===== config.mk =====
export PLATFORM = sky130hd
export DESIGN_NAME = wb_decoder
export DESIGN_NICKNAME = d
export VERILOG_FILES = /design/src/common/soc_pkg.sv /design/src/interconnect/wb_decoder.sv
export VERILOG_INCLUDE_DIRS = /design/src /design/src/common
export SDC_FILE = /design/constraint.sdc
export NUM_CORES = 1
export LEC_CHECK = 0
export BUFFER_PORTS_ARGS = -buffer_cell sky130_fd_sc_hd__buf_2
export CORE_MARGIN = 5
export CORE_UTILIZATION = 31
export CTS_BUF_LIST = sky130_fd_sc_hd__clkbuf_4 sky130_fd_sc_hd__clkbuf_8
export DETAILED_ROUTE_END_ITERATION = 6
export PLACE_DENSITY_LB_ADDON = 0.05
export SLEW_MARGIN = 10
export SYNTH_ARGS = -nofsm -noshare
export SYNTH_HDL_FRONTEND = slang
export SYNTH_SLANG_ARGS = --single-unit

===== constraint.sdc =====
create_clock -name sys_clk -period 2.6 [get_ports sys_clk]
set_input_delay 0.13 -clock sys_clk [delete_from_list [all_inputs] [get_ports sys_clk]]
set_output_delay 0.13 -clock sys_clk [all_outputs]
set_load 0.05 [all_outputs]

===== src/common/soc_defines.svh =====
`ifndef SOC_DEFINES_SVH
`define SOC_DEFINES_SVH

// wishbone classic bus widths
`define WB_ADDR_W 32
`define WB_DATA_W 32
`define WB_SEL_W 4

`define RAM_ADDR_BITS 10 // 1024 words, 4 KB

// address map, every target owns one 4 KB window
`define RAM_BASE 32'h0000_0000
`define GPIO_BASE 32'h1000_0000
`define UART_BASE 32'h1000_1000
`define REGION_MASK 32'hFFFF_F000 // bits above the 4 KB window pick the target

`define GPIO_W 2 // bit 0 led, bit 1 soft reset

// serial side
`define UART_DIV 8 // clocks per bit, kept short for simulation
`define UART_STATUS_OFS 4 // busy flag register, data register sits at 0

`endif


===== src/common/soc_pkg.sv =====
`include "soc_defines.svh"

package soc_pkg;

  typedef logic [`WB_ADDR_W-1:0] addr_t; // byte address on the bus
  typedef logic [`WB_DATA_W-1:0] word_t; // one data word
  typedef logic [`WB_SEL_W-1:0] sel_t; // one bit per byte lane

  // bus owner
  typedef enum logic [1:0] {
    arb_idle,
    arb_m0,
    arb_m1
  } arb_state_t;

  // decoded target of the current address
  typedef enum logic [1:0] {
    sel_ram,
    sel_gpio,
    sel_uart,
    sel_none
  } slave_sel_t;

  typedef enum logic [1:0] {
    tx_idle,
    tx_start,
    tx_data,
    tx_stop
  } uart_state_t;

endpackage


===== src/interconnect/wb_decoder.sv =====
`timescale 1ns/1ns
`include "soc_defines.svh"

module wb_decoder import soc_pkg::*; (
  input  logic  sys_clk,
  input  logic  sys_rst,
  input  logic  bus_cyc,
  input  logic  bus_stb,
  input  addr_t bus_adr,
  input  logic  ram_ack,
  input  word_t ram_dat_r,
  input  logic  gpio_ack,
  input  word_t gpio_dat_r,
  input  logic  uart_ack,
  input  word_t uart_dat_r,
  output logic  ram_stb,
  output logic  gpio_stb,
  output logic  uart_stb,
  output logic  bus_ack,
  output word_t bus_dat_r
);

  slave_sel_t sel; // target of the current address
  logic       bus_req;
  logic       none_ack; // ack for an address nobody owns

  assign bus_req = bus_cyc && bus_stb;

  always_comb begin
    if ((bus_adr & `REGION_MASK) == `RAM_BASE) sel = sel_ram;
    else if ((bus_adr & `REGION_MASK) == `GPIO_BASE) sel = sel_gpio;
    else if ((bus_adr & `REGION_MASK) == `UART_BASE) sel = sel_uart;
    else sel = sel_none;
  end

  assign ram_stb  = bus_req && (sel == sel_ram); // strobes carry cyc already
  assign gpio_stb = bus_req && (sel == sel_gpio);
  assign uart_stb = bus_req && (sel == sel_uart);

  // same one-cycle latency as a real target
  always_ff @(posedge sys_clk or posedge sys_rst) begin
    if (sys_rst) none_ack <= 1'b0;
    else none_ack <= bus_req && (sel == sel_none) && !none_ack;
  end

  always_comb begin
    case (sel)
      sel_ram: begin
        bus_ack   = ram_ack;
        bus_dat_r = ram_dat_r;
      end
      sel_gpio: begin
        bus_ack   = gpio_ack;
        bus_dat_r = gpio_dat_r;
      end
      sel_uart: begin
        bus_ack   = uart_ack;
        bus_dat_r = uart_dat_r;
      end
      default: begin
        bus_ack   = none_ack;
        bus_dat_r = '0; // unmapped reads as zero
      end
    endcase
  end

endmodule


==> flow_metrics.tcl, run 1 <==
set metrics [dict create \
    num_rows 21 \
    fmax_mhz 539 \
    vias 1697 \
    cp.arrival_ns 1.72 \
    avgSynthCellArea_um2 6.17 \
    syn_nets 304 \
    drtPass1Iterations 4 \
    outcome "complete, no violations" \
    worst_slack_ns 0.745 \
    yosysSeqAreaShare_pct 2.40 \
    r2r_cells 1 \
    post-dp-hpwl_um 3660 \
    startpoint "bus_adr[28]" \
    power.leakage_nw 1.11 \
    rsz0062_at_grt "no" \
    cts_hold_buf 1 \
    cts.clk_slew.worst_paths_ns 0 \
    cts_setup_buffers 0 \
    crit_path_end "bus_dat_r[16]" \
    synthDistinctLibCells 21 \
    drt-initial-drc-count 59 \
    fp.coreArea_mm2 0.00328 \
    worstMarginPinSlew_ns 0.675 \
    port-buffer-count 158 \
    regMostFlops "none_ack" \
    routabilityCongestion 0.777 \
    wirelength_um 4470 \
    r2r_slack_ns 2.00 \
    die_h_um 68.0 \
    final_nets 454 \
    cts_resized 0 \
    synth.top_cell.area_share_pct 31.7 \
    tns_ns 0 \
    syn_inst 169 \
    dpl_cell_area_mm2 0.00182 \
    ioPinCount 171 \
    syn_area_mm2 0.00104 \
    place_ws_ns 0.741 \
    grt_pass1_vias 1557 \
    areaGrowthSynthToFinish_pct 75.4 \
    finalCritPeriodShare_pct 71.3 \
    worstSetupEndpointType "output pin" \
    async_reset_ff_share_pct 100 \
    drv_cap 0 \
    grt_pass1_wl_um 6440 \
    relSlewSlack_pct 55.0 \
    clk_latency_ns 0 \
    ys_ff_latch 1 \
    path_max_fanout 24 \
    ys.warnings.count 0 \
    finalHoldViolations 0 \
    wl_per_cell_um 12.3 \
    hp-class "register to register" \
    ir_worst_vdd_mv 0.0477 \
    rr_endpoint "none_ack" \
    worstReg2RegStart "none_ack" \
    grt_max_degree 38 \
    drcViolationCount 0 \
    ys_top_cells_by_count "67 x nor2_1, 33 x mux2i_1, 32 x a21oi_1" \
    ant_nets 0 \
    via_per_inst 4.67 \
    gr-total-overflow 0 \
    layout_min_cycle_time_ns 1.85 \
    top_regs "none_ack (1)" \
    power_density_mw_per_mm2 122 \
    antenna_cells 0 \
    drv_slew 0 \
    yosysMostFrequentCell "nor2_1" \
    start_util_pct 31.7 \
    synth_top_area_cell "mux2i_1" \
    fin_area_mm2 0.00183 \
    crit_required_ns 2.47 \
    critical_path_class "input pin to output pin" \
    drive_above_1_share_pct 54.9 \
    crit_path_start_kind "input pin" \
    die_w_um 68.0 \
    synth.area.top_cells "mux2i_1 32%, nor2_1 24%, a21oi_1 15%" \
    synth_edf_count 0 \
    grt_use_total_pct 17.0 \
    largest_reg_flops 1 \
    dieArea_mm2 0.00462 \
    antenna_found_initial 0 \
    fin_skew_ns 0 \
    setup_viol 0 \
    synth_ff_type "dfrtp_1" \
]
-- layout by cell type, fill, tap and decap left out --
cell	count
buf_2	158
nor2_1	67
mux2i_1	33
a21oi_1	32
nor4_2	7
buf_4	3
inv_2	2
o211ai_1	2
nand2_1	2
and3_4	1
and2_4	1
nand2_4	1
nor2_2	1
nand3_1	1
o21ai_0	1
and3_1	1
nor3_1	1
inv_1	1
dlygate4sd3_1	1
dfrtp_1	1
-- area by class of cell --
class	count	area (µm²)
fillers	370	1460
inverters	3	11.3
multi-input cells	151	911
flip-flops and latches	1	25.0
well taps	46	57.6
repair buffers	162	823
-- routing by layer --
layer,share of wire [%],wire (µm),up-vias,GRT usage [%]
met4,0.56,25,0,0.744
met1,36,1610,728,18.8
met5,0,0,-,0
li1,-,-,876,-
met3,13,570,2,3.28
met2,51,2270,91,34.2
-- cell families (layout without fill, tap and decap cells) --
| group | Yosys count | in the layout | share of synthesized area, % |
|---|---|---|---|
| AOI/OAI and AO/OA | 35 | 35 | 17.3 |
| and+or+nand+nor | 83 | 83 | 38.4 |
| muxes | 33 | 33 | 31.7 |
| buffers and inverters | 17 | 165 | 10.2 |
| DFF | 1 | 1 | 2.40 |
-- critical path, cell delays in order --
cell and delay, ns:
buf_2 0.51, buf_4 0.38, mux2i_1 0.22, nor2_1 0.05
a21oi_1 0.15, nor2_1 0.05, buf_2 0.22
-- worst min-delay path by stage --
stage	start	end	slack (ns)	cells past startpoint
after floorplan	sys_rst	none_ack	-0.14	1
after global placement	sys_rst	none_ack	-0.04	2
after detailed placement	sys_rst	none_ack	-0.03	2
after CTS	none_ack	none_ack	0.42	1
after global routing	none_ack	none_ack	0.43	1
final	none_ack	none_ack	0.42	1
-- stage by stage --
| step | power (mW) | std cells | hold slack, ns | utilization [%] |
|---|---|---|---|---|
| finish | 0.224 | 363 | 0.418 | 55.7 |
| global route | 0.251 | 363 | 0.431 | 55.7 |
| CTS | 0.226 | 363 | 0.423 | 55.7 |
| detailed placement | 0.224 | 362 | -0.0328 | 55.4 |
| global placement | 0.220 | 362 | -0.0358 | 55.4 |
| floorplan | 0.124 | 169 | -0.141 | - |
-- power breakdown --
| group | switching, mW | internal (mW) |
|---|---|---|
| Combinational | 0.0921 | 0.115 |
| Clock | 0 | 0 |
| Sequential | 0.000362 | 0.0167 |
Power figures use the tool's default switching activity.
==> inputs of run 2 (changes only) <==
- ABC_AREA: not set -> 1
- CORE_UTILIZATION: 31 -> 30
- clock period: 2.6 -> 1.6 ns (I/O delays scaled with it)
==> run 2 against run 1 <==
Net effect:
- wire length up 33%
- flip-flop and latch count is the same
- global-route usage rose by 0.26 points
- sequential power increased by 63%
- hold slack lost 0.0042 ns
- register-to-register slack lost 1.0 ns
- cell area increased by 43%
- die area up 30%
- area after synthesis is 31% higher
- highest routed layer is now met3
==> flow_metrics.tcl, run 2 <==
set metrics [dict create \
    async_reset_ff_share_pct 100 \
    syn_area_mm2 0.00136 \
    rsz0062_at_grt "yes" \
    yosysSeqAreaShare_pct 1.83 \
    largest_reg_flops 1 \
    cts.clk_slew.worst_paths_ns 0 \
    tns_ns 0 \
    cpMostUsedCell "nor2_4" \
    antenna_cells 0 \
    power_mw 0.291 \
    drcViolationCount 0 \
    drv_cap 0 \
    power_density_mw_per_mm2 112 \
    multi_input_area_mm2 0.00115 \
    worstReg2RegStart "none_ack" \
    hold_ws_ns 0.414 \
    relSlewSlack_pct 79.8 \
    synth_edf_count 0 \
    syn_inst 272 \
    ioPinCount 171 \
    outcome "complete, no violations" \
    via_per_inst 4.80 \
    avgSynthCellArea_um2 5.01 \
    grt_pass1_wl_um 9170 \
    critical_path_class "input pin to output pin" \
    synth_ff_type "dfrtp_1" \
    drv_slew 0 \
    min_from "bus_stb" \
    drt-initial-drc-count 52 \
    ys_ff_latch 1 \
    crit_path_start_kind "input pin" \
    hp-class "input pin to register" \
    areaGrowthSynthToFinish_pct 91.6 \
    regArea_um2 25.0 \
    post-dp-hpwl_um 4880 \
    worstMarginPinSlew_ns 0.303 \
    crit_required_ns 1.52 \
    power.leakage_nw 1.54 \
    drtPass1Iterations 4 \
    ir_worst_vdd_mv 0.0874 \
    vias 2363 \
    top_regs "none_ack (1)" \
    final_nets 577 \
    worstPathCellList "buf_2 > nor2_4 > nand2_2 > nor2_4 > nand3_4 > nand2_8 > nor2_4 > buf_12 > nor2_1 > buf_6" \
    final_common_cell "buf_2" \
    fillerInstances 460 \
    grt_use_total_pct 17.2 \
    fmax_mhz 645 \
    drive_above_1_share_pct 51.4 \
    synth_top_area_cell "nand4_1" \
    fp.coreArea_mm2 0.00438 \
    synth.area.top_cells "nand4_1 27%, nor2_1 24%, nand2_1 13%" \
    critPathMaxStageDelay_ns 0.26 \
    yosysMostFrequentCell "nor2_1" \
    die_w_um 77.4 \
    dieArea_mm2 0.00599 \
    ys_top_cells_by_count "86 x nor2_1, 58 x nand4_1, 49 x nand2_1" \
    routabilityCongestion 0.749 \
    gr-total-overflow 0 \
    wl_per_cell_um 12.1 \
    startpoint "bus_adr[15]" \
    syn_nets 407 \
    path_max_fanout 18 \
    finalCritPeriodShare_pct 96.8 \
    wirelength_um 5940 \
    worstSetupEndpointType "output pin" \
    port-buffer-count 158 \
    fin_skew_ns 0 \
    grt_pass1_vias 2110 \
    ant_nets 0 \
    regMostFlops "none_ack" \
    layout_min_cycle_time_ns 1.55 \
    grt_max_degree 23 \
    final_cell_mix "130 x buf_2, 64 x nor2_1, 58 x nand4_1" \
    synth.top_cell.area_share_pct 26.6 \
    ys.warnings.count 0 \
    die_h_um 77.4 \
    worst_slack_ns 0.0506 \
    cp_slowest_cell "nor2_4" \
    setup_viol 0 \
    synthDistinctLibCells 19 \
    place_ws_ns -0.0210 \
    finalHoldViolations 0 \
    num_rows 24 \
    cp.arrival_ns 1.47 \
    clk_latency_ns 0 \
    antenna_found_initial 0 \
    start_util_pct 31.1 \
]
run 2: changes by cell type after synthesis, sizes merged, moves of 26 or more:
cell,delta
a21oi,-32
mux2i,-33
nor2,+26
nand4,+58
nand2,+49
inv,+29
run 2: report_power, final:
part / switching, mW / leakage, nW / internal (mW) / total [mW]
Clock: 0 / 0 / 0 / 0
Combinational: 0.113 / 1.52 / 0.150 / 0.263
Sequential: 0.000749 / 0.0131 / 0.0271 / 0.0279
Total: 0.114 / 1.54 / 0.178 / 0.291
run 2: through the flow:
stage / instances / instance area, µm² / util [%]
2_1_floorplan: 272 / 1360 / -
3_3_place_gp: 487 / 2310 / 52.7
3_5_place_dp: 487 / 2310 / 52.7
4_1_cts: 488 / 2330 / 53.1
5_1_grt: 492 / 2610 / 59.6
6_report: 492 / 2610 / 59.6
run 2: area by class of cell:
class	count	area share (%)
timing repair buffer	188	48.0
multi-input combinational	219	43.9
inverter	32	4.60
tap	52	2.49
sequential	1	0.958
run 2: cells by family (layout without fill, tap and decap cells):
family | Yosys count | after routing | synth area share (%)
buffers and inverters | 52 | 220 | 18.6
flip-flops | 1 | 1 | 1.83
AND/OR/NAND/NOR | 218 | 218 | 78.9
AO/OA/AOI/OAI | 1 | 1 | 0.642
run 2: critical path, delay by kind of cell:
| kind | cells | cell delay, ns |
|---|---|---|
| buf+inv | 3 | 0.45 |
| simple gates | 7 | 0.94 |
run 2: metal layers:
metal  GRT usage [%]  routed length, µm  part of all wire [%]  vias to the layer above
met5               0                  0                     0                        -
met4               0                  0                     0                        0
met3            3.94                560                   9.4                        0
met2            32.7               3170                    53                       97
met1            20.8               2210                    37                     1030
li1                -                  -                     -                     1236
run 2: final timing paths:
check	slack [ns]	cells past startpoint	end
worst max-delay path	0.05	10	bus_dat_r[23]
worst min-delay path	0.41	3	none_ack
worst max register to register	0.96	1	none_ack
worst min register to register	0.43	1	none_ack
max in group asynchronous	1.05	3	none_ack
min in group asynchronous	0.46	3	none_ack
run 2: what timing repair did:
| action | CTS | global route |
|---|---|---|
| hold endpoints to repair | 1 | 0 |
| gates cloned | 0 | 0 |
| setup endpoints to repair | 9 | 33 |
| pin swaps | 0 | 17 |
| gates resized for setup | 2 | 102 |
| buffers inserted | 0 | 4 |
| hold buffers | 1 | 0 |
