--- src/common/soc_defines.svh ---
`ifndef SOC_DEFINES_SVH
`define SOC_DEFINES_SVH

// wishbone classic bus widths
`define WB_ADDR_W 32
`define WB_DATA_W 32
`define WB_SEL_W 4

`define RAM_ADDR_BITS 10 // 1024 words, 4 KB

// address map, every target owns one 4 KB window
`define RAM_BASE 32'h0000_0000
`define GPIO_BASE 32'h1000_0000
`define UART_BASE 32'h1000_1000
`define REGION_MASK 32'hFFFF_F000 // bits above the 4 KB window pick the target

`define GPIO_W 2 // bit 0 led, bit 1 soft reset

// serial side
`define UART_DIV 8 // clocks per bit, kept short for simulation
`define UART_STATUS_OFS 4 // busy flag register, data register sits at 0

`endif

--- src/common/soc_pkg.sv ---
`include "soc_defines.svh"

package soc_pkg;

  typedef logic [`WB_ADDR_W-1:0] addr_t; // byte address on the bus
  typedef logic [`WB_DATA_W-1:0] word_t; // one data word
  typedef logic [`WB_SEL_W-1:0] sel_t; // one bit per byte lane

  // bus owner
  typedef enum logic [1:0] {
    arb_idle,
    arb_m0,
    arb_m1
  } arb_state_t;

  // decoded target of the current address
  typedef enum logic [1:0] {
    sel_ram,
    sel_gpio,
    sel_uart,
    sel_none
  } slave_sel_t;

  typedef enum logic [1:0] {
    tx_idle,
    tx_start,
    tx_data,
    tx_stop
  } uart_state_t;

endpackage

--- src/source/soc_gpio.sv ---
`timescale 1ns/1ns
`include "soc_defines.svh"

module soc_gpio import soc_pkg::*; (
  input  logic              sys_clk,
  input  logic              sys_rst,
  input  logic              stb,
  input  logic              we,
  input  word_t             dat_w,
  output word_t             dat_r,
  output logic              ack,
  output logic [`GPIO_W-1:0] gpio_out // bit 0 led, bit 1 soft reset request
);

  // output register, the core reset brings it back to 0
  always_ff @(posedge sys_clk or posedge sys_rst) begin
    if (sys_rst) begin
      gpio_out <= '0;
      ack      <= 1'b0;
    end else begin
      ack <= stb && !ack;
      if (stb && we && !ack) gpio_out <= dat_w[`GPIO_W-1:0]; // upper bits dropped
    end
  end

  assign dat_r = word_t'(gpio_out); // read back zero extended

endmodule

--- config.mk ---
export PLATFORM = sky130hd
export DESIGN_NAME = soc_gpio
export DESIGN_NICKNAME = d
export VERILOG_FILES = /design/src/common/soc_pkg.sv /design/src/source/soc_gpio.sv
export VERILOG_INCLUDE_DIRS = /design/src /design/src/common
export SDC_FILE = /design/constraint.sdc
export NUM_CORES = 1
export LEC_CHECK = 0
export ABC_AREA = 1
export BUFFER_PORTS_ARGS = -buffer_cell sky130_fd_sc_hd__clkbuf_2
export CORE_MARGIN = 8
export CORE_UTILIZATION = 24
export DETAILED_ROUTE_END_ITERATION = 10
export MAX_ROUTING_LAYER = met4
export PLACE_DENSITY_LB_ADDON = 0.15
export SLEW_MARGIN = 20
export SYNTH_ARGS = -nofsm -noshare
export SYNTH_HDL_FRONTEND = slang
export SYNTH_SLANG_ARGS = --single-unit
--- constraint.sdc ---
create_clock -name sys_clk -period 0.8 [get_ports sys_clk]
set_input_delay 0.04 -clock sys_clk [delete_from_list [all_inputs] [get_ports sys_clk]]
set_output_delay 0.04 -clock sys_clk [all_outputs]
set_load 0.005 [all_outputs]
==> impl_metrics.csv, run 1 <==
group,metric,value,unit
sta,finalSetupTns,-0.0750,ns
setup_path,cp_max_fo,2,
power_and_ir_drop,p_leak,0.251,nW
flow_run,cap_violations,0,
setup_path,cp_slowest_cell,"dfrtp_1",
clocking,numCtsBuffers,3,
synthesis,synth_compound_area_share,0,%
power_and_ir_drop,p_clk_share,42.8,%
drt,via_per_inst,2.92,
setup_path,r2r_setup_slack,0.01,ns
synthesis,synth_seq_area_share,20.5,%
status,outcome,"finished with violations",
synthesis,synth_adder_area_share,0,%
final_layout,drive_gt1_share,28.6,%
final_layout,layout_common_cells,"conb_1, clkbuf_2, nand2_1",
final_layout,seq_area,75.1,sq um
power_and_ir_drop,p_int,0.000434,W
placement,numPortBuffers,10,
sta,fmax,1140,MHz
floorplanning,dieHeight,55.1,microns
power_and_ir_drop,switching_share,29.0,%
final_layout,multi_input_area,151,sq um
power_and_ir_drop,power_frac_seq,30.8,%
clocking,clk_pin_slew,0.04,ns
setup_path,max_stage_delay,0.39,ns
grt,track_usage,4.46,%
setup_path,arrival,0.84,ns
grt,gr-total-overflow,0,
setup_path,start_kind,"flop",
clocking,cts.sinks,3,
drt,drc,0,
synthesis,synth-seq-cells,3,
synthesis,synth_area_leaders,"buf_4, dfrtp_1, nand2_1",
synthesis,yosys.area.top_type,"buf_4",
grt,grt_pass1_wl,855,microns
synthesis,yosysWarnings,0,
setup_path,ff2ff_path_depth,4,
clocking,cts_tree,"done",
synthesis,synth.mux.area_fraction,0,%
hold_path,min_path_cells,3,
final_layout,nFillCells,184,
drt,wl_per_cell,8.99,microns
synthesis,syn_area_per_cell,7.80,sq um
setup_path,required,0.76,ns
final_layout,syn2layout_area_growth,3.07,%
synthesis,synth_top_area_share,65.5,%
sta,finClkSkew,0.00171,ns
setup_path,end_kind,"output pin",
sta,layout_min_cycle_time,0.875,ns
synthesis,synth.cell_area,367,sq um
grt,antenna_found_initial,0,
floorplanning,fp-row-count,14,
sta,rsz0062_at_grt,"true",
floorplanning,start_util,24.9,%
floorplanning,num_io_pins,71,
sta,fin_ws,-0.0750,ns
synthesis,synth_top_family_by_area,"buffers and inverters",
drt,postRouteAntennaNets,0,
hold_path,hold_class,"in -> reg",
power_and_ir_drop,power_density,1620,nW/um^2
final_layout,fin_nets,100,
grt,grt_max_degree,5,
floorplanning,chipWidth,55.1,microns
drt,vias,231,
drt,finalWirelength,710,microns
synthesis,syn_inst,47,
final_layout,layout.cells.most_common,"conb_1",
clocking,clkLatencyLatePin,0.23,ns
clocking,clock-root-buffer,"clkbuf_4",
final_layout,finish.utilization,25.7,%
placement,gp_congestion,0.614,
sta,finalSetupViolCount,1,
synthesis,synth-xor-area-share,0,%
drt,drtIter0Drc,4,
sta,hold_violations,0,
floorplanning,die-area,3030,sq um
power_and_ir_drop,power_frac_comb,26.4,%
sta,drv_slew,0,
clocking,cts_buffer_depth,2,
power_and_ir_drop,p_switching,0.000177,W
synthesis,synth_simple_gate_area_share,9.90,%
floorplanning,core,1470,sq um
placement,dp_hpwl,635,microns
power_and_ir_drop,ir_drop,0.000465,V
setup_path,critPathKind,"reg -> out",
grt,grt_pass1_vias,221,
status,failed_checks,"setup timing",
clocking,htreeDepth,1,
sta,finalCritPeriodShare,109,%
synthesis,synth_cell_types,8,
final_layout,n_antenna_cell,0,
placement,dp_slack,0.0197,ns
drt,first_pass_iters,2,
setup_path,path_cells,"buf_6, clkbuf_2",
-- cell usage after synthesis (all sizes together) --
master	number
nand2	4
nand4	2
dfrtp	3
nor2	1
inv	3
buf	32
conb	1
nand3	1
-- per-layer routing --
metal	GRT usage, %	wire, microns
met5	-	0
met4	4.80	0
met3	3.21	129
met2	5.04	311
met1	4.58	269
-- flip-flops by register name, summed over array words and instances (netlist names) --
register / flops
gpio_out: 2
ack: 1
-- power groups by stage --
stage	Clock [W]	Combinational (W)	Sequential, W
after floorplan	0	0.000185	0.000190
after global placement	0	0.000120	0.000191
after detailed placement	0	0.000120	0.000192
after CTS	0.000277	0.000126	0.000191
after global routing	0.000292	0.000183	0.000192
final	0.000262	0.000161	0.000188
-- worst max-delay path: cells and delay by family, from the launching register on --
kind     cells  cell delay [ns]
flops        1             0.39
buf+inv      2             0.22
-- layout make-up --
cell class                 count  share of cell area [%]
timing repair buffer          15                    24.8
tap                           16                    5.30
sequential                     3                    19.9
inverter                       3                    2.98
multi-input combinational     38                    40.1
clock buffer                   4                    6.95
-- metrics by stage --
step / hold slack (ns) / total power (W) / cells / cell area [sq um]
final: 0.0535 / 0.000612 / 79 / 378
after global routing: 0.0552 / 0.000667 / 79 / 378
after CTS: 0.0327 / 0.000594 / 76 / 353
after detailed placement: -0.108 / 0.000312 / 71 / 313
after global placement: -0.107 / 0.000311 / 71 / 313
after floorplan: -0.206 / 0.000375 / 76 / 475
-- what timing repair did --
| item | 4_1_cts | 5_1_grt |
|---|---|---|
| endpoints found under the hold margin | 3 | 0 |
| pin swaps | 0 | 1 |
| gates resized for setup | 1 | 1 |
| hold buffers | 1 | 0 |
| endpoints found under the setup margin | 1 | 7 |
| buffers inserted | 0 | 3 |
-- cells by family (layout without fill, tap and decap cells) --
| kind of cell | count (synthesis) | after routing |
|---|---|---|
| buffers and inverters | 35 | 22 |
| AND/OR/NAND/NOR | 8 | 8 |
| flip-flops | 3 | 3 |
| other | 1 | 30 |
-- path summary, 6_finish.rpt --
path / from / to
max: ack / ack
min in group asynchronous: sys_rst / gpio_out[0]
max in group asynchronous: sys_rst / gpio_out[1]
min reg2reg: ack / gpio_out[0]
max reg2reg: ack / gpio_out[0]
min: stb / ack
No activity file was read; power rests on OpenSTA's default activity.
==> inputs of run 2 (changes only) <==
Settings changed: ABC_CLOCK_PERIOD_IN_PS from default to 800, MAX_ROUTING_LAYER met4 to default, SETUP_SLACK_MARGIN from default to 0.05.
==> impl_metrics.csv, run 2 (synthesized netlist as in run 1, its figures left out) <==
group,metric,value,unit
status,outcome,"finished with violations",
status,failed_checks,"setup timing",
final_layout,layout_common_cells,"conb_1, clkbuf_2, nand2_1",
floorplanning,start_util,24.9,%
final_layout,syn2layout_area_growth,4.44,%
setup_path,cp_max_fo,2,
setup_path,end_kind,"output pin",
setup_path,critPathKind,"reg -> out",
setup_path,start_kind,"flop",
clocking,htreeDepth,1,
sta,finalCritPeriodShare,110,%
sta,fmax,1130,MHz
drt,vias,233,
placement,numPortBuffers,10,
placement,dp_hpwl,644,microns
drt,first_pass_iters,2,
placement,dp_slack,0.0382,ns
floorplanning,dieHeight,55.1,microns
final_layout,finish.utilization,26.0,%
final_layout,layout.cells.most_common,"conb_1",
power_and_ir_drop,power_density,1620,nW/um^2
grt,grt_pass1_vias,201,
hold_path,hold_class,"in -> reg",
setup_path,crit_path_start,"ack",
final_layout,largest_register_ff_count,2,
floorplanning,chipWidth,55.1,microns
setup_path,ff2ff_path_depth,5,
grt,antenna_found_initial,0,
drt,drtIter0Drc,6,
setup_path,arrival,0.84,ns
grt,track_usage,4.22,%
final_layout,largestRegisters,"gpio_out x2, ack x1",
drt,drc,0,
power_and_ir_drop,p_leak,0.253,nW
sta,layout_min_cycle_time,0.882,ns
sta,hold_violations,0,
final_layout,drive_gt1_share,30.2,%
sta,finClkSkew,0.000829,ns
setup_path,required,0.76,ns
placement,gp_congestion,0.589,
setup_path,r2r_end,"gpio_out[0]",
final_layout,n_antenna_cell,0,
clocking,cts.sinks,3,
final_layout,fin_nets,100,
grt,gr-total-overflow,0,
flow_run,cap_violations,0,
hold_path,hp-start,"stb",
sta,rsz0062_at_grt,"true",
floorplanning,num_io_pins,71,
final_layout,top_register,"gpio_out",
setup_path,r2r_setup_slack,-0.05,ns
power_and_ir_drop,ir_drop,0.000365,V
setup_path,r2r-start,"ack",
drt,via_per_inst,2.95,
clocking,cts_tree,"done",
sta,drv_slew,0,
setup_path,worstSetupEndpoint,"ack",
floorplanning,die-area,3030,sq um
clocking,clkLatencyLatePin,0.24,ns
clocking,cts_buffer_depth,2,
clocking,clk_pin_slew,0.04,ns
drt,wl_per_cell,9.06,microns
grt,grt_max_degree,5,
grt,grt_pass1_wl,800,microns
final_layout,nFillCells,186,
sta,whs,0.0435,ns
power_and_ir_drop,total_power,0.000622,W
sta,fin_ws,-0.0818,ns
drt,postRouteAntennaNets,0,
floorplanning,core,1470,sq um
floorplanning,fp-row-count,14,
drt,finalWirelength,716,microns
clocking,clock-root-buffer,"clkbuf_4",
clocking,numCtsBuffers,3,
sta,finalSetupViolCount,3,
[run 2: layout make-up]
class	instances	area, sq um	area share [%]
clock buffer	4	26.3	6.86
inverter	3	13.8	3.59
multi-input combinational	38	154	40.2
sequential	3	75.1	19.6
tap	16	20.0	5.23
timing repair buffer	15	93.8	24.5
[run 2: how the worst min path moves through the flow]
| stage | endpoint | depth (start not counted) |
|---|---|---|
| after global routing | gpio_out[1] | 3 |
| final | ack | 3 |
| after CTS | ack | 3 |
| after global placement | ack | 2 |
| after detailed placement | ack | 2 |
| after floorplan | ack | 1 |
[run 2: report_power, final]
group,internal [W],switching (W)
Clock,0.000187,0.0000841
Combinational,0.0000758,0.0000877
Sequential,0.000173,0.0000144
[run 2: timing repair]
item | in CTS | in global routing
endpoints found under the hold margin | 3 | 0
hold buffers | 1 | 0
setup buffers | 3 | 0
gates resized for setup | 3 | 0
endpoints found under the setup margin | 7 | 7
[run 2: per-stage QoR]
stage | setup TNS (ns) | cells | instance area, sq um
after floorplan | 0 | 76 | 475
after global routing | -0.325 | 79 | 383
after CTS | -0.205 | 79 | 383
after global placement | 0 | 71 | 313
final | -0.179 | 79 | 383
after detailed placement | 0 | 71 | 313
[run 2: worst max-delay path: stages (launching register included)]
cell	delay (ns)
dfrtp_1	0.39
buf_6	0.12
clkbuf_2	0.10
[run 2: metal layers]
layer,global-route usage (%),wire length [microns]
met4,4.80,21
met5,0,0
met1,4.27,237
met2,4.66,307
met3,3.74,150
==> inputs of run 3 (changes only) <==
--- a/config.mk
+++ b/config.mk
@@ -14,4 +14,5 @@
 export DETAILED_ROUTE_END_ITERATION = 10
 export PLACE_DENSITY_LB_ADDON = 0.15
+export RECOVER_POWER = 50
 export SETUP_SLACK_MARGIN = 0.05
 export SLEW_MARGIN = 20
==> constraint.sdc (replaced) <==
create_clock -name sys_clk -period 0.8 [get_ports sys_clk]
set_input_delay 0.16 -clock sys_clk [delete_from_list [all_inputs] [get_ports sys_clk]]
set_output_delay 0.16 -clock sys_clk [all_outputs]
set_load 0.005 [all_outputs]
==> impl_metrics.csv, run 3 (synthesized netlist as in run 1, its figures left out) <==
group,metric,value,unit
power_and_ir_drop,switching_share,30.1,%
sta,finalCritPeriodShare,112,%
status,failed_checks,"setup timing",
floorplanning,start_util,24.9,%
drt,vias,230,
final_layout,drive_gt1_share,29.0,%
setup_path,r2r-start,"ack",
hold_path,hp-start,"stb",
final_layout,syn2layout_area_growth,2.39,%
floorplanning,num_io_pins,71,
grt,antenna_found_initial,0,
clocking,cts_buffer_depth,2,
floorplanning,fp-row-count,14,
placement,dp_cells,70,
final_layout,n_antenna_cell,0,
floorplanning,dieHeight,55.1,microns
sta,drv_slew,0,
final_layout,top_register,"gpio_out",
sta,fin_ws,-0.0984,ns
clocking,cts.sinks,3,
status,outcome,"finished with violations",
setup_path,ff2ff_path_depth,5,
power_and_ir_drop,power_frac_comb,25.6,%
sta,hold_violations,0,
sta,rsz0062_at_grt,"true",
power_and_ir_drop,p_switching,0.000186,W
setup_path,crit_buf_inv,1,
clocking,clkLatencyLatePin,0.24,ns
final_layout,nFillCells,183,
hold_path,min_path_cells,3,
clocking,cts_tree,"done",
drt,via_per_inst,2.95,
final_layout,layout_common_cells,"conb_1, clkbuf_2, nand2_1, dfrtp_1, clkbuf_4",
final_layout,largestRegisters,"gpio_out x2, ack x1",
power_and_ir_drop,power_frac_seq,30.2,%
setup_path,cp_top_family,"flip-flops",
grt,gr-total-overflow,0,
grt,grt_pass1_vias,207,
setup_path,critPathKind,"reg -> out",
setup_path,r2r_end,"gpio_out[1]",
setup_path,max_stage_delay,0.38,ns
drt,postRouteAntennaNets,0,
grt,grt_pass1_wl,814,microns
sta,layout_min_cycle_time,0.898,ns
drt,drc,0,
sta,finClkSkew,0.000607,ns
flow_run,cap_violations,0,
floorplanning,chipWidth,55.1,microns
setup_path,r2r_setup_slack,-0.02,ns
power_and_ir_drop,p_leak,0.248,nW
sta,finalSetupViolCount,7,
setup_path,cp_slowest_cell,"dfrtp_1",
hold_path,hold_class,"in -> reg",
setup_path,cp_max_fo,3,
hold_path,worstHoldEndpoint,"ack",
final_layout,seq_area,75.1,sq um
final_layout,largest_register_ff_count,2,
setup_path,end_kind,"output pin",
power_and_ir_drop,p_clk_share,44.2,%
power_and_ir_drop,power_density,1650,nW/um^2
final_layout,layout.cells.most_common,"conb_1",
setup_path,arrival,0.74,ns
grt,track_usage,4.22,%
grt,grt_max_degree,5,
placement,dp_hpwl,619,microns
drt,first_pass_iters,2,
clocking,numCtsBuffers,3,
setup_path,required,0.64,ns
clocking,htreeDepth,1,
clocking,clock-root-buffer,"clkbuf_4",
final_layout,multi_input_area,154,sq um
drt,wl_per_cell,8.86,microns
setup_path,path_cells,"clkbuf_2",
power_and_ir_drop,p_int,0.000432,W
power_and_ir_drop,ir_drop,0.000528,V
placement,dp_slack,0.0269,ns
setup_path,start_kind,"flop",
placement,numPortBuffers,10,
final_layout,finish.utilization,25.5,%
sta,fmax,1110,MHz
placement,gp_congestion,0.610,
final_layout,fin_nets,99,
drt,drtIter0Drc,12,
floorplanning,core,1470,sq um
drt,finalWirelength,691,microns
clocking,clk_pin_slew,0.04,ns
final_layout,finalNonFillerCells,78,
floorplanning,die-area,3030,sq um
run 3: cell types whose count changed in the layout (fill, tap and decap cells not counted), sizes merged:
cell / previous run / this run
buf: 4 / 3
run 3: routing by layer:
layer  up-vias  GRT usage (%)  wire, microns  part of all wire, %
li1        109              -              -                    -
met2        25           4.85            286                   41
met4         0           6.00             32                  4.6
met3         5           2.67            143                   21
met5         -              0              0                    0
met1        91           4.27            228                   33
run 3: final cells by class:
class | count | area share [%]
tap | 16 | 5.33
inverter | 3 | 3.67
multi-input combinational | 38 | 41.0
timing repair buffer | 14 | 23.0
sequential | 3 | 20.0
clock buffer | 4 | 7.00
run 3: through the flow:
| stage | setup TNS (ns) | hold WS, ns | power [W] | cell area (sq um) |
|---|---|---|---|---|
| detailed placement | 0 | 0.0143 | 0.000307 | 305 |
| global placement | 0 | 0.0147 | 0.000306 | 305 |
| global route | -0.735 | 0.166 | 0.000661 | 375 |
| CTS | -0.604 | 0.154 | 0.000626 | 375 |
| floorplan | 0 | -0.0864 | 0.000376 | 475 |
| finish | -0.521 | 0.158 | 0.000618 | 375 |
run 3: worst max-delay path by stage:
stage                start           to  cells after the start
6_report       gpio_out[0]     dat_r[0]                      1
3_3_place_gp           ack  gpio_out[0]                      4
2_1_floorplan          ack  gpio_out[0]                      4
5_1_grt        gpio_out[1]  gpio_out[1]                      1
4_1_cts        gpio_out[1]     dat_r[1]                      1
3_5_place_dp           ack  gpio_out[1]                      4
run 3: power groups by stage:
| stage | Clock (W) | Combinational (W) | Sequential, W |
|---|---|---|---|
| after global routing | 0.000291 | 0.000179 | 0.000191 |
| after floorplan | 0 | 0.000185 | 0.000191 |
| final | 0.000273 | 0.000158 | 0.000187 |
| after detailed placement | 0 | 0.000114 | 0.000192 |
| after CTS | 0.000283 | 0.000156 | 0.000188 |
| after global placement | 0 | 0.000114 | 0.000192 |
run 3: what timing repair did:
item                       in CTS  in global routing
hold buffers                    1                  0
hold endpoints to repair        3                  0
setup endpoints to repair       7                  7
setup buffers                   3                  0
gates resized for setup         3                  0
pin swaps                       1                  1
