===== config.mk =====
export PLATFORM = sky130hd
export DESIGN_NAME = wb_arbiter
export DESIGN_NICKNAME = d
export VERILOG_FILES = /design/src/common/soc_pkg.sv /design/src/interconnect/wb_arbiter.sv
export VERILOG_INCLUDE_DIRS = /design/src /design/src/common
export SDC_FILE = /design/constraint.sdc
export NUM_CORES = 1
export LEC_CHECK = 0
export BUFFER_PORTS_ARGS = -buffer_cell sky130_fd_sc_hd__buf_2
export CORE_AREA = 2 2 124 126
export CTS_CLUSTER_DIAMETER = 150
export DETAILED_ROUTE_END_ITERATION = 16
export DIE_AREA = 0 0 126 128
export GPL_ROUTABILITY_DRIVEN = 1
export PLACE_DENSITY = 0.42
export SLEW_MARGIN = 20
export SYNTH_ARGS = -nofsm -noshare
export SYNTH_HDL_FRONTEND = slang
export SYNTH_SLANG_ARGS = --single-unit

===== constraint.sdc =====
create_clock -name sys_clk -period 1.5 [get_ports sys_clk]
set_input_delay 0.15 -clock sys_clk [delete_from_list [all_inputs] [get_ports sys_clk]]
set_output_delay 0.15 -clock sys_clk [all_outputs]
set_load 0.03 [all_outputs]

===== src/common/soc_defines.svh =====
`ifndef SOC_DEFINES_SVH
`define SOC_DEFINES_SVH

// wishbone classic bus widths
`define WB_ADDR_W 32
`define WB_DATA_W 32
`define WB_SEL_W 4

`define RAM_ADDR_BITS 10 // 1024 words, 4 KB

// address map, every target owns one 4 KB window
`define RAM_BASE 32'h0000_0000
`define GPIO_BASE 32'h1000_0000
`define UART_BASE 32'h1000_1000
`define REGION_MASK 32'hFFFF_F000 // bits above the 4 KB window pick the target

`define GPIO_W 2 // bit 0 led, bit 1 soft reset

// serial side
`define UART_DIV 8 // clocks per bit, kept short for simulation
`define UART_STATUS_OFS 4 // busy flag register, data register sits at 0

`endif


===== src/common/soc_pkg.sv =====
`include "soc_defines.svh"

package soc_pkg;

  typedef logic [`WB_ADDR_W-1:0] addr_t; // byte address on the bus
  typedef logic [`WB_DATA_W-1:0] word_t; // one data word
  typedef logic [`WB_SEL_W-1:0] sel_t; // one bit per byte lane

  // bus owner
  typedef enum logic [1:0] {
    arb_idle,
    arb_m0,
    arb_m1
  } arb_state_t;

  // decoded target of the current address
  typedef enum logic [1:0] {
    sel_ram,
    sel_gpio,
    sel_uart,
    sel_none
  } slave_sel_t;

  typedef enum logic [1:0] {
    tx_idle,
    tx_start,
    tx_data,
    tx_stop
  } uart_state_t;

endpackage


===== src/interconnect/wb_arbiter.sv =====
`timescale 1ns/1ns

module wb_arbiter import soc_pkg::*; (
  input  logic       sys_clk,
  input  logic       sys_rst, // core reset
  input  logic       m0_cyc,
  input  logic       m0_stb,
  input  logic       m0_we,
  input  addr_t      m0_adr,
  input  word_t      m0_dat_w,
  input  sel_t       m0_sel,
  output word_t      m0_dat_r,
  output logic       m0_ack,
  input  logic       m1_cyc,
  input  logic       m1_stb,
  input  logic       m1_we,
  input  addr_t      m1_adr,
  input  word_t      m1_dat_w,
  input  sel_t       m1_sel,
  output word_t      m1_dat_r,
  output logic       m1_ack,
  input  logic       bus_ack,
  input  word_t      bus_dat_r,
  output logic       bus_cyc,
  output logic       bus_stb,
  output logic       bus_we,
  output addr_t      bus_adr,
  output word_t      bus_dat_w,
  output sel_t       bus_sel
);

  arb_state_t state; // who holds the bus
  logic       last_m1; // m1 was served last
  logic       m0_req;
  logic       m1_req;

  assign m0_req = m0_cyc && m0_stb;
  assign m1_req = m1_cyc && m1_stb;

  // grant is registered, so an idle bus costs one edge before the target sees stb
  always_ff @(posedge sys_clk or posedge sys_rst) begin
    if (sys_rst) begin
      state   <= arb_idle;
      last_m1 <= 1'b1; // first tie goes to m0
    end else begin
      case (state)
        arb_idle: begin
          if (m0_req && (!m1_req || last_m1)) begin // m0 alone, or its turn
            state   <= arb_m0;
            last_m1 <= 1'b0;
          end else if (m1_req) begin
            state   <= arb_m1;
            last_m1 <= 1'b1;
          end
        end
        arb_m0:  if (!m0_cyc) state <= arb_idle; // held for the whole cycle
        arb_m1:  if (!m1_cyc) state <= arb_idle;
        default: state <= arb_idle;
      endcase
    end
  end

  // request path, nothing driven while idle
  always_comb begin
    bus_cyc   = 1'b0;
    bus_stb   = 1'b0;
    bus_we    = m0_we;
    bus_adr   = m0_adr;
    bus_dat_w = m0_dat_w;
    bus_sel   = m0_sel;
    if (state == arb_m0) begin
      bus_cyc = m0_cyc;
      bus_stb = m0_stb;
    end else if (state == arb_m1) begin
      bus_cyc   = m1_cyc;
      bus_stb   = m1_stb;
      bus_we    = m1_we;
      bus_adr   = m1_adr;
      bus_dat_w = m1_dat_w;
      bus_sel   = m1_sel;
    end
  end

  // response path, only the owner sees ack and data
  assign m0_ack   = (state == arb_m0) && bus_ack;
  assign m1_ack   = (state == arb_m1) && bus_ack;
  assign m0_dat_r = (state == arb_m0) ? bus_dat_r : '0;
  assign m1_dat_r = (state == arb_m1) ? bus_dat_r : '0;

endmodule


==> flow_metrics.env, run 1 <==
export IMPL_dp_hpwl_um=7570
export IMPL_nets=675
export IMPL_clockBufferDepth=2
export IMPL_synth_distinct_cells=25
export IMPL_synth_simple_gate_area_share_pct=30.9
export IMPL_fillers=1557
export IMPL_dp_cells=662
export IMPL_wl_per_cell_um=15.2
export IMPL_synth_top_cell_area_share_pct=27.5
export IMPL_rrSetupSlack_ns=0.31
export IMPL_cts_htree_levels=1
export IMPL_placementRows=45
export IMPL_setup_viol=136
export IMPL_area_growth_synth_to_final_pct=173
export IMPL_clkLatencyLatePin_ns=0.22
export IMPL_grt_usage_pct=9.92
export IMPL_synthXorXnorAreaFrac_pct=0
export IMPL_yosys_warnings=0
export IMPL_antenna_found_initial=1
export IMPL_finalPower_uw=2910
export IMPL_fin_crit_sh_pct=119
export IMPL_hold_start="m0_stb"
export IMPL_die_area_um2=16100
export IMPL_synth_top_family_by_area="multiplexers"
export IMPL_setup_slack_ns=-0.280
export IMPL_reg2reg_from="state[0]"
export IMPL_drt_iter0_markers=44
export IMPL_fin_util_pct=30.1
export IMPL_cp_arrival_ns=1.63
export IMPL_die_h_um=128
export IMPL_initial_core_util_pct=11.0
export IMPL_synth_fa_ha_area_share_pct=0
export IMPL_critPathKind="flip-flop to output port"
export IMPL_cap_violations=0
export IMPL_power_leakage_uw=0.00239
export IMPL_cts_sinks=3
export IMPL_grt_overflow=0
export IMPL_vias=2586
export IMPL_syn_nets=345
export IMPL_dr_pass1_iters=3
export IMPL_core_area_um2=14900
export IMPL_die_w_um=126
export IMPL_grt_pass1_wl_um=12800
export IMPL_gp_congestion=0.714
export IMPL_synth_mux_area_share_pct=54.9
export IMPL_rsz0062_at_grt="true"
export IMPL_start_kind="flip-flop"
export IMPL_hold_viol_final=0
export IMPL_grt_max_degree=50
export IMPL_whs_path_depth=2
export IMPL_synth_avg_cell_area_um2=9.75
export IMPL_min_path_type="input port to flip-flop"
export IMPL_synth_cells=168
export IMPL_synth_compound_area_share_pct=1.07
export IMPL_drive_gt1_share_pct=91.8
export IMPL_layout_common_cells="buf_2, buf_6, and2_4, mux2_4, mux2_2"
export IMPL_rr_worst_depth=4
export IMPL_fin_skew_ns=0.00361
export IMPL_holdPathEnd="last_m1"
export IMPL_cts_buffers=3
export IMPL_clockRootBuffer="clkbuf_16"
export IMPL_synth_seq_area_share_pct=4.66
export IMPL_grt_pass1_vias=2579
export IMPL_synthTopCellsByArea="mux2_4, and2_1, mux2_2"
export IMPL_rr_endpoint="last_m1"
export IMPL_cp_end_kind="output port"
export IMPL_outcome="finished, violations left"
export IMPL_io_pin_count=314
export IMPL_netlist_area_um2=1640
export IMPL_avgViaCountPerCell=3.78
export IMPL_period_needed_ns=1.78
export IMPL_wl_um=10400
export IMPL_cts_tree="yes"
export IMPL_netlist_top_cell_by_area="mux2_4"
export IMPL_final_common_cell="buf_2"
export IMPL_worst_pin_slew_ns=0.252
export IMPL_worst_path_max_fanout=18
export IMPL_portBuffers=313
export IMPL_layoutNonFillerInstCount=685
export IMPL_clkTransAtPathRegs_ns=0.03
export IMPL_antenna_left=0
export IMPL_synth_seq_cells=3
export IMPL_critPathRequiredTime_ns=1.35
export IMPL_drv_slew=0
export IMPL_fmax_mhz=562
export IMPL_antenna_cells=0
export IMPL_relSlewSlack_pct=83.0
export IMPL_cellPowerDensity_nw_per_um2=651
export IMPL_violations="setup timing"
export IMPL_drcViolationCount=0
export IMPL_peakVddDrop_v=0.000296
-- area by class of cell --
| type | count | area (um^2) | area share [%] |
|---|---|---|---|
| inverters | 1 | 3.75 | 0.0840 |
| clock buffers | 4 | 78.8 | 1.76 |
| well taps | 188 | 235 | 5.26 |
| multi-input cells | 150 | 1580 | 35.3 |
| flip-flops and latches | 3 | 76.3 | 1.71 |
| repair buffers | 339 | 2500 | 55.9 |
-- cell families (layout without fill, tap and decap cells) --
| kind of cell | count (synthesis) | in the layout |
|---|---|---|
| and+or+nand+nor | 78 | 78 |
| muxes | 70 | 70 |
| buffers and inverters | 15 | 344 |
| DFF | 3 | 3 |
| AOI/OAI and AO/OA | 2 | 2 |
-- sequential cells by signal, indices dropped and copies added, names as in the netlist --
name     flops
last_m1      1
state        2
-- timing repair --
item / in CTS / in global routing
resized for setup: 160 / 95
setup buffers: 3 / 5
pin swaps: 0 / 0
hold buffers: 1 / 0
gates cloned: 2 / 8
setup endpoints to repair: 137 / 137
endpoints found under the hold margin: 3 / 0
-- synthesized netlist by cell type, drive strengths merged --
library cell / n
dfstp: 1
nand2b: 1
nor4b: 1
mux2i: 1
dfrtp: 2
nor2: 2
nor4bb: 3
nor2b: 1
clkbuf: 6
and2b: 1
nor3: 1
a22o: 1
nand2: 1
and2: 66
and4b: 1
mux2: 69
buf: 8
inv: 1
a2bb2oi: 1
-- layer usage --
metal	GRT usage [%]	wire [um]	vias to the layer above
met5	0	0	-
met4	1.62	63	0
met3	1.79	915	6
met2	20.0	5740	194
met1	10.9	3720	1150
li1	-	-	1236
-- critical path: stages (launching register included) --
cell and delay, ns:
dfrtp_1 0.40, nor2b_4 0.15, buf_4 0.13, buf_12 0.16, mux2_2 0.38, buf_4 0.17
-- through the flow --
stage | setup WS [ns] | hold slack [ns] | cell area, um^2 | setup TNS (ns)
after global routing | -0.328 | 0.120 | 4470 | -34.88
after floorplan | 0.0178 | -0.0971 | 1640 | 0
after CTS | -0.287 | 0.119 | 4000 | -31.33
after global placement | -0.0731 | 0.0207 | 3390 | -1.58
final | -0.280 | 0.114 | 4470 | -27.17
after detailed placement | -0.0862 | 0.0321 | 3390 | -2.87
-- worst max-delay path by stage --
stage / start / end / slack, ns / depth (start not counted)
after floorplan: state[1] / bus_adr[24] / 0.02 / 4
after global placement: state[0] / bus_we / -0.07 / 4
after detailed placement: state[0] / bus_we / -0.09 / 4
after CTS: state[0] / bus_we / -0.29 / 4
after global routing: state[0] / bus_dat_w[18] / -0.33 / 5
final: state[0] / bus_dat_w[9] / -0.28 / 5
-- power by group --
part / switching [uW] / internal, uW
clock network: 74.3 / 351
registers: 15.9 / 106
logic: 1190 / 1170
total: 1280 / 1630
Note: power is estimated with default switching activity, not from simulation.
==> run 2, diff against run 1 <==
--- a/config.mk
+++ b/config.mk
@@ -11,8 +11,8 @@
 export CTS_CLUSTER_DIAMETER = 150
 export DETAILED_ROUTE_END_ITERATION = 16
 export DIE_AREA = 0 0 126 128
-export GPL_ROUTABILITY_DRIVEN = 1
-export PLACE_DENSITY = 0.42
+export GPL_ROUTABILITY_DRIVEN = 0
+export PLACE_DENSITY_LB_ADDON = 0.15
 export SLEW_MARGIN = 20
 export SYNTH_ARGS = -nofsm -noshare
 export SYNTH_HDL_FRONTEND = slang
==> run 2 against run 1 <==
Net effect: critical path type unchanged; sequential share of layout area is 0.19 points lower; die area did not move; power increased by 12%; the run still ends with setup timing left; global-route usage up 2.1 points; clock power is essentially flat; core utilization grew 3.8 points; non-clock buffer count is 2 higher.
==> flow_metrics.env, run 2 (synthesized netlist as in run 1, its figures left out) <==
export IMPL_outcome="finished, violations left"
export IMPL_violations="setup timing"
export IMPL_reg_top3="state x2, last_m1 x1"
export IMPL_period_needed_ns=1.75
export IMPL_grt_overflow=0
export IMPL_antenna_left=0
export IMPL_critPathKind="flip-flop to output port"
export IMPL_avgViaCountPerCell=3.84
export IMPL_setup_slack_ns=-0.249
export IMPL_final_cell_area_um2=5040
export IMPL_area_growth_synth_to_final_pct=207
export IMPL_drcViolationCount=0
export IMPL_critPathRequiredTime_ns=1.35
export IMPL_fmax_mhz=572
export IMPL_power_leakage_uw=0.00266
export IMPL_clockBufferDepth=2
export IMPL_setup_viol=137
export IMPL_relSlewSlack_pct=80.5
export IMPL_hold_ws_ns=0.124
export IMPL_start_kind="flip-flop"
export IMPL_grt_usage_pct=12.0
export IMPL_top_layer="met4"
export IMPL_drt_iter0_markers=27
export IMPL_pwr_share_clk_pct=13.0
export IMPL_initial_core_util_pct=11.0
export IMPL_fin_skew_ns=0.000615
export IMPL_antenna_found_initial=1
export IMPL_grt_pass1_wl_um=15000
export IMPL_grt_pass1_vias=2686
export IMPL_grt_max_degree=15
export IMPL_peakVddDrop_v=0.000327
export IMPL_cap_violations=0
export IMPL_placed_cell_area_um2=3400
export IMPL_die_area_um2=16100
export IMPL_wl_um=11400
export IMPL_core_area_um2=14900
export IMPL_rsz0062_at_grt="true"
export IMPL_worst_pin_slew_ns=0.288
export IMPL_cp_arrival_ns=1.60
export IMPL_comb_power_share_pct=83.3
export IMPL_portBuffers=313
export IMPL_fin_crit_sh_pct=117
export IMPL_wl_met2_um=6430
export IMPL_die_w_um=126
export IMPL_final_common_cell="buf_2"
export IMPL_cp_end_kind="output port"
export IMPL_clkLatencyLatePin_ns=0.22
export IMPL_wl_per_cell_um=16.5
export IMPL_io_pin_count=314
export IMPL_cts_buffers=3
export IMPL_dpl_worst_slack_ns=-0.0841
export IMPL_drive_gt1_share_pct=92.4
export IMPL_vias=2644
export IMPL_cellPowerDensity_nw_per_um2=645
export IMPL_p_int_uw=1900
export IMPL_clkTransAtPathRegs_ns=0.03
export IMPL_p_switching_uw=1350
export IMPL_top_register="state"
export IMPL_hold_viol_final=0
export IMPL_cts_tree="yes"
export IMPL_placementRows=45
export IMPL_p_seq_share_pct=3.7
export IMPL_largest_reg_flops=2
export IMPL_nets=677
export IMPL_cts_sinks=3
export IMPL_worst_path_max_fanout=6
export IMPL_dp_hpwl_um=8080
export IMPL_drt_met1_wl_um=3760
export IMPL_drv_slew=0
export IMPL_cts_htree_levels=1
export IMPL_min_path_type="input port to flip-flop"
export IMPL_fin_util_pct=33.9
export IMPL_layout_common_cells="buf_2, buf_6, mux2_4, and2_4, and2_1"
export IMPL_netSwitchingFraction_pct=41.5
export IMPL_clockRootBuffer="clkbuf_16"
export IMPL_die_h_um=128
export IMPL_dr_pass1_iters=4
export IMPL_met3_wirelength_um=1060
-- run 2: worst paths after layout --
| check | slack, ns | startpoint | depth (start not counted) | endpoint |
|---|---|---|---|---|
| setup reg to reg | 0.34 | state[0] | 4 | last_m1 |
| min in group asynchronous | 0.34 | sys_rst | 3 | state[1] |
| max in group asynchronous | 0.95 | sys_rst | 3 | last_m1 |
| hold reg to reg | 0.51 | last_m1 | 1 | last_m1 |
| setup / recovery | -0.25 | state[0] | 5 | bus_dat_w[31] |
| hold / removal | 0.12 | m0_stb | 2 | last_m1 |
-- run 2: routing by layer --
metal	global-route usage (%)	vias to the layer above
li1	-	1242
met1	12.4	1199
met2	24.8	197
met3	1.84	6
met4	2.78	0
met5	0	-
-- run 2: worst max-delay path, stage by stage, from the launching register on --
cell and delay (ns):
dfrtp_1 0.39, nor2b_4 0.17, buf_6 0.19, clkbuf_16 0.18, mux2_4 0.30, buf_6 0.14
-- run 2: power groups by stage --
stage               Sequential (uW)  Clock [uW]  Combinational [uW]
global route                    124         439                2830
CTS                             120         430                2490
finish                          120         423                2700
floorplan                       123           0                1250
global placement                121           0                1810
detailed placement              120           0                1810
-- run 2: layout make-up --
class                   instances  area, um^2
multi-input cells             150        1690
flip-flops and latches          3        76.3
well taps                     188         235
repair buffers                341        2950
diodes                          1        2.50
inverters                       1        3.75
fillers                      1488        9830
clock buffers                   4        78.8
-- run 2: per-stage QoR --
| step | setup TNS (ns) | cells | total power [uW] |
|---|---|---|---|
| 3_5_place_dp | -3.25 | 663 | 1930 |
| 6_report | -25.32 | 688 | 3250 |
| 2_1_floorplan | 0 | 168 | 1370 |
| 4_1_cts | -28.89 | 683 | 3030 |
| 5_1_grt | -32.25 | 688 | 3390 |
| 3_3_place_gp | -2.13 | 663 | 1940 |
-- run 2: what timing repair did --
item	in CTS	in global routing
hold endpoints to repair	3	0
pin swaps	1	15
setup endpoints to repair	136	137
hold buffers	1	0
buffers inserted	7	2
resized for setup	269	128
gates cloned	8	4
==> run 3, diff against run 2 <==
--- a/config.mk
+++ b/config.mk
@@ -12,7 +12,6 @@
 export DETAILED_ROUTE_END_ITERATION = 16
 export DIE_AREA = 0 0 126 128
 export GPL_ROUTABILITY_DRIVEN = 0
-export PLACE_DENSITY_LB_ADDON = 0.15
 export SLEW_MARGIN = 20
 export SYNTH_ARGS = -nofsm -noshare
 export SYNTH_HDL_FRONTEND = slang
==> run 3 against run 2 <==
Net effect: the flow still finishes with violations (setup timing); combinational power increased by 2%; critical endpoint is now bus_adr[30]; clock skew hardly changed; maximum frequency shrank 2.6%; register-to-register slack worse by 0.05 ns; largest cell class unchanged; sequential share of layout area barely moved; core utilization barely moved; power increased by 1.5%; critical path depth did not move; flip-flop and latch count stayed put; highest routed layer unchanged.
==> flow_metrics.env, run 3 (synthesized netlist as in run 1, its figures left out) <==
export IMPL_antenna_found_initial=1
export IMPL_grt_overflow=0
export IMPL_power_leakage_uw=0.00268
export IMPL_cap_violations=0
export IMPL_antenna_left=0
export IMPL_clockRootBuffer="clkbuf_16"
export IMPL_layoutNonFillerInstCount=693
export IMPL_worst_path_max_fanout=22
export IMPL_portBuffers=313
export IMPL_grt_pass1_wl_um=16300
export IMPL_drive_gt1_share_pct=95.0
export IMPL_dp_hpwl_um=9490
export IMPL_hold_viol_final=0
export IMPL_fillers=1497
export IMPL_critPathRequiredTime_ns=1.35
export IMPL_dr_pass1_iters=4
export IMPL_rr_endpoint="last_m1"
export IMPL_violations="setup timing"
export IMPL_final_common_cell="buf_2"
export IMPL_top_register="state"
export IMPL_core_area_um2=14900
export IMPL_p_seq_share_pct=3.7
export IMPL_vias=2697
export IMPL_initial_core_util_pct=11.0
export IMPL_clockBufferDepth=2
export IMPL_comb_power_share_pct=83.5
export IMPL_crit_start="state[0]"
export IMPL_cp_end_kind="output port"
export IMPL_p_switching_uw=1390
export IMPL_drcViolationCount=0
export IMPL_layout_common_cells="buf_2, buf_6, mux2_4, and2_4, buf_4"
export IMPL_setup_slack_ns=-0.295
export IMPL_die_h_um=128
export IMPL_drv_slew=0
export IMPL_reg_top3="state x2, last_m1 x1"
export IMPL_worst_pin_slew_ns=0.326
export IMPL_peakVddDrop_v=0.000381
export IMPL_grt_pass1_vias=2609
export IMPL_netSwitchingFraction_pct=42.1
export IMPL_nets=683
export IMPL_rrSetupSlack_ns=0.29
export IMPL_fin_crit_sh_pct=120
export IMPL_antenna_cells=0
export IMPL_die_w_um=126
export IMPL_largest_reg_flops=2
export IMPL_grt_max_degree=23
export IMPL_wl_per_cell_um=19.0
export IMPL_die_area_um2=16100
export IMPL_p_int_uw=1910
export IMPL_reg2reg_from="state[1]"
export IMPL_cp_arrival_ns=1.64
export IMPL_period_needed_ns=1.79
export IMPL_finalPower_uw=3300
export IMPL_wl_um=13200
export IMPL_clkLatencyLatePin_ns=0.22
export IMPL_min_path_type="input port to flip-flop"
export IMPL_rsz0062_at_grt="true"
export IMPL_dp_cells=664
export IMPL_relSlewSlack_pct=78.0
export IMPL_critPathKind="flip-flop to output port"
export IMPL_area_growth_synth_to_final_pct=208
export IMPL_cts_sinks=3
export IMPL_worstSetupEndpoint="bus_adr[30]"
export IMPL_cts_htree_levels=1
export IMPL_cts_tree="yes"
export IMPL_pwr_share_clk_pct=12.8
export IMPL_placementRows=45
export IMPL_io_pin_count=314
export IMPL_avgViaCountPerCell=3.89
export IMPL_fin_skew_ns=0.000181
export IMPL_outcome="finished, violations left"
export IMPL_drt_iter0_markers=46
export IMPL_cellPowerDensity_nw_per_um2=654
export IMPL_setup_viol=136
export IMPL_clkTransAtPathRegs_ns=0.03
export IMPL_cts_buffers=3
export IMPL_grt_usage_pct=13.5
export IMPL_rr_worst_depth=4
export IMPL_fmax_mhz=557
export IMPL_start_kind="flip-flop"
[run 3: area by class of cell]
type / instances / area [um^2] / share of cell area, %
Sequential cell: 3 / 76.3 / 1.51
Inverter: 1 / 3.75 / 0.0744
Multi-Input combinational cell: 150 / 1710 / 34.0
Clock buffer: 4 / 78.8 / 1.56
Timing Repair Buffer: 347 / 2940 / 58.2
Tap cell: 188 / 235 / 4.67
[run 3: critical path, cell delays in order (launching register included)]
cell	delay, ns
dfrtp_1	0.39
nor2b_4	0.16
buf_6	0.13
buf_12	0.19
mux2_2	0.36
buf_2	0.18
[run 3: metrics by stage]
step           hold slack, ns  util (%)  setup WS [ns]  instance area, um^2  setup TNS, ns
3_5_place_dp           0.0156      23.0        -0.0773                 3420          -2.35
4_1_cts                 0.122      30.1         -0.296                 4470         -28.04
5_1_grt                 0.149      33.9         -0.348                 5040         -34.77
6_report                0.123      33.9         -0.295                 5040         -28.39
3_3_place_gp           0.0144      23.0        -0.0689                 3420          -1.63
2_1_floorplan         -0.0971         -         0.0178                 1640              0
[run 3: how the worst min path moves through the flow]
stage / start / to / depth (start not counted)
global route: m0_stb / last_m1 / 2
global placement: sys_rst / state[0] / 2
floorplan: sys_rst / state[0] / 1
finish: m0_stb / last_m1 / 2
CTS: m0_stb / last_m1 / 2
detailed placement: sys_rst / state[1] / 2
[run 3: power groups by stage]
stage               registers [uW]  clock network [uW]  logic [uW]
floorplan                      123                   0        1250
global placement               122                   0        1840
detailed placement             122                   0        1840
CTS                            121                 427        2410
global route                   124                 438        2860
finish                         121                 422        2750
[run 3: timing repair]
| item | CTS | global route |
|---|---|---|
| buffers inserted | 6 | 3 |
| endpoints found under the setup margin | 137 | 137 |
| hold endpoints to repair | 3 | 0 |
| hold buffers | 1 | 0 |
| gates cloned | 6 | 9 |
| gates resized for setup | 232 | 106 |
| pin swaps | 1 | 26 |
[run 3: layer usage]
layer  vias up  track usage [%]  wire length (um)
li1       1256                -                 -
met1      1239             15.8              4830
met2       196             26.4              7110
met3         6             2.50              1130
met4         0            0.582               111
met5         -                0                 0
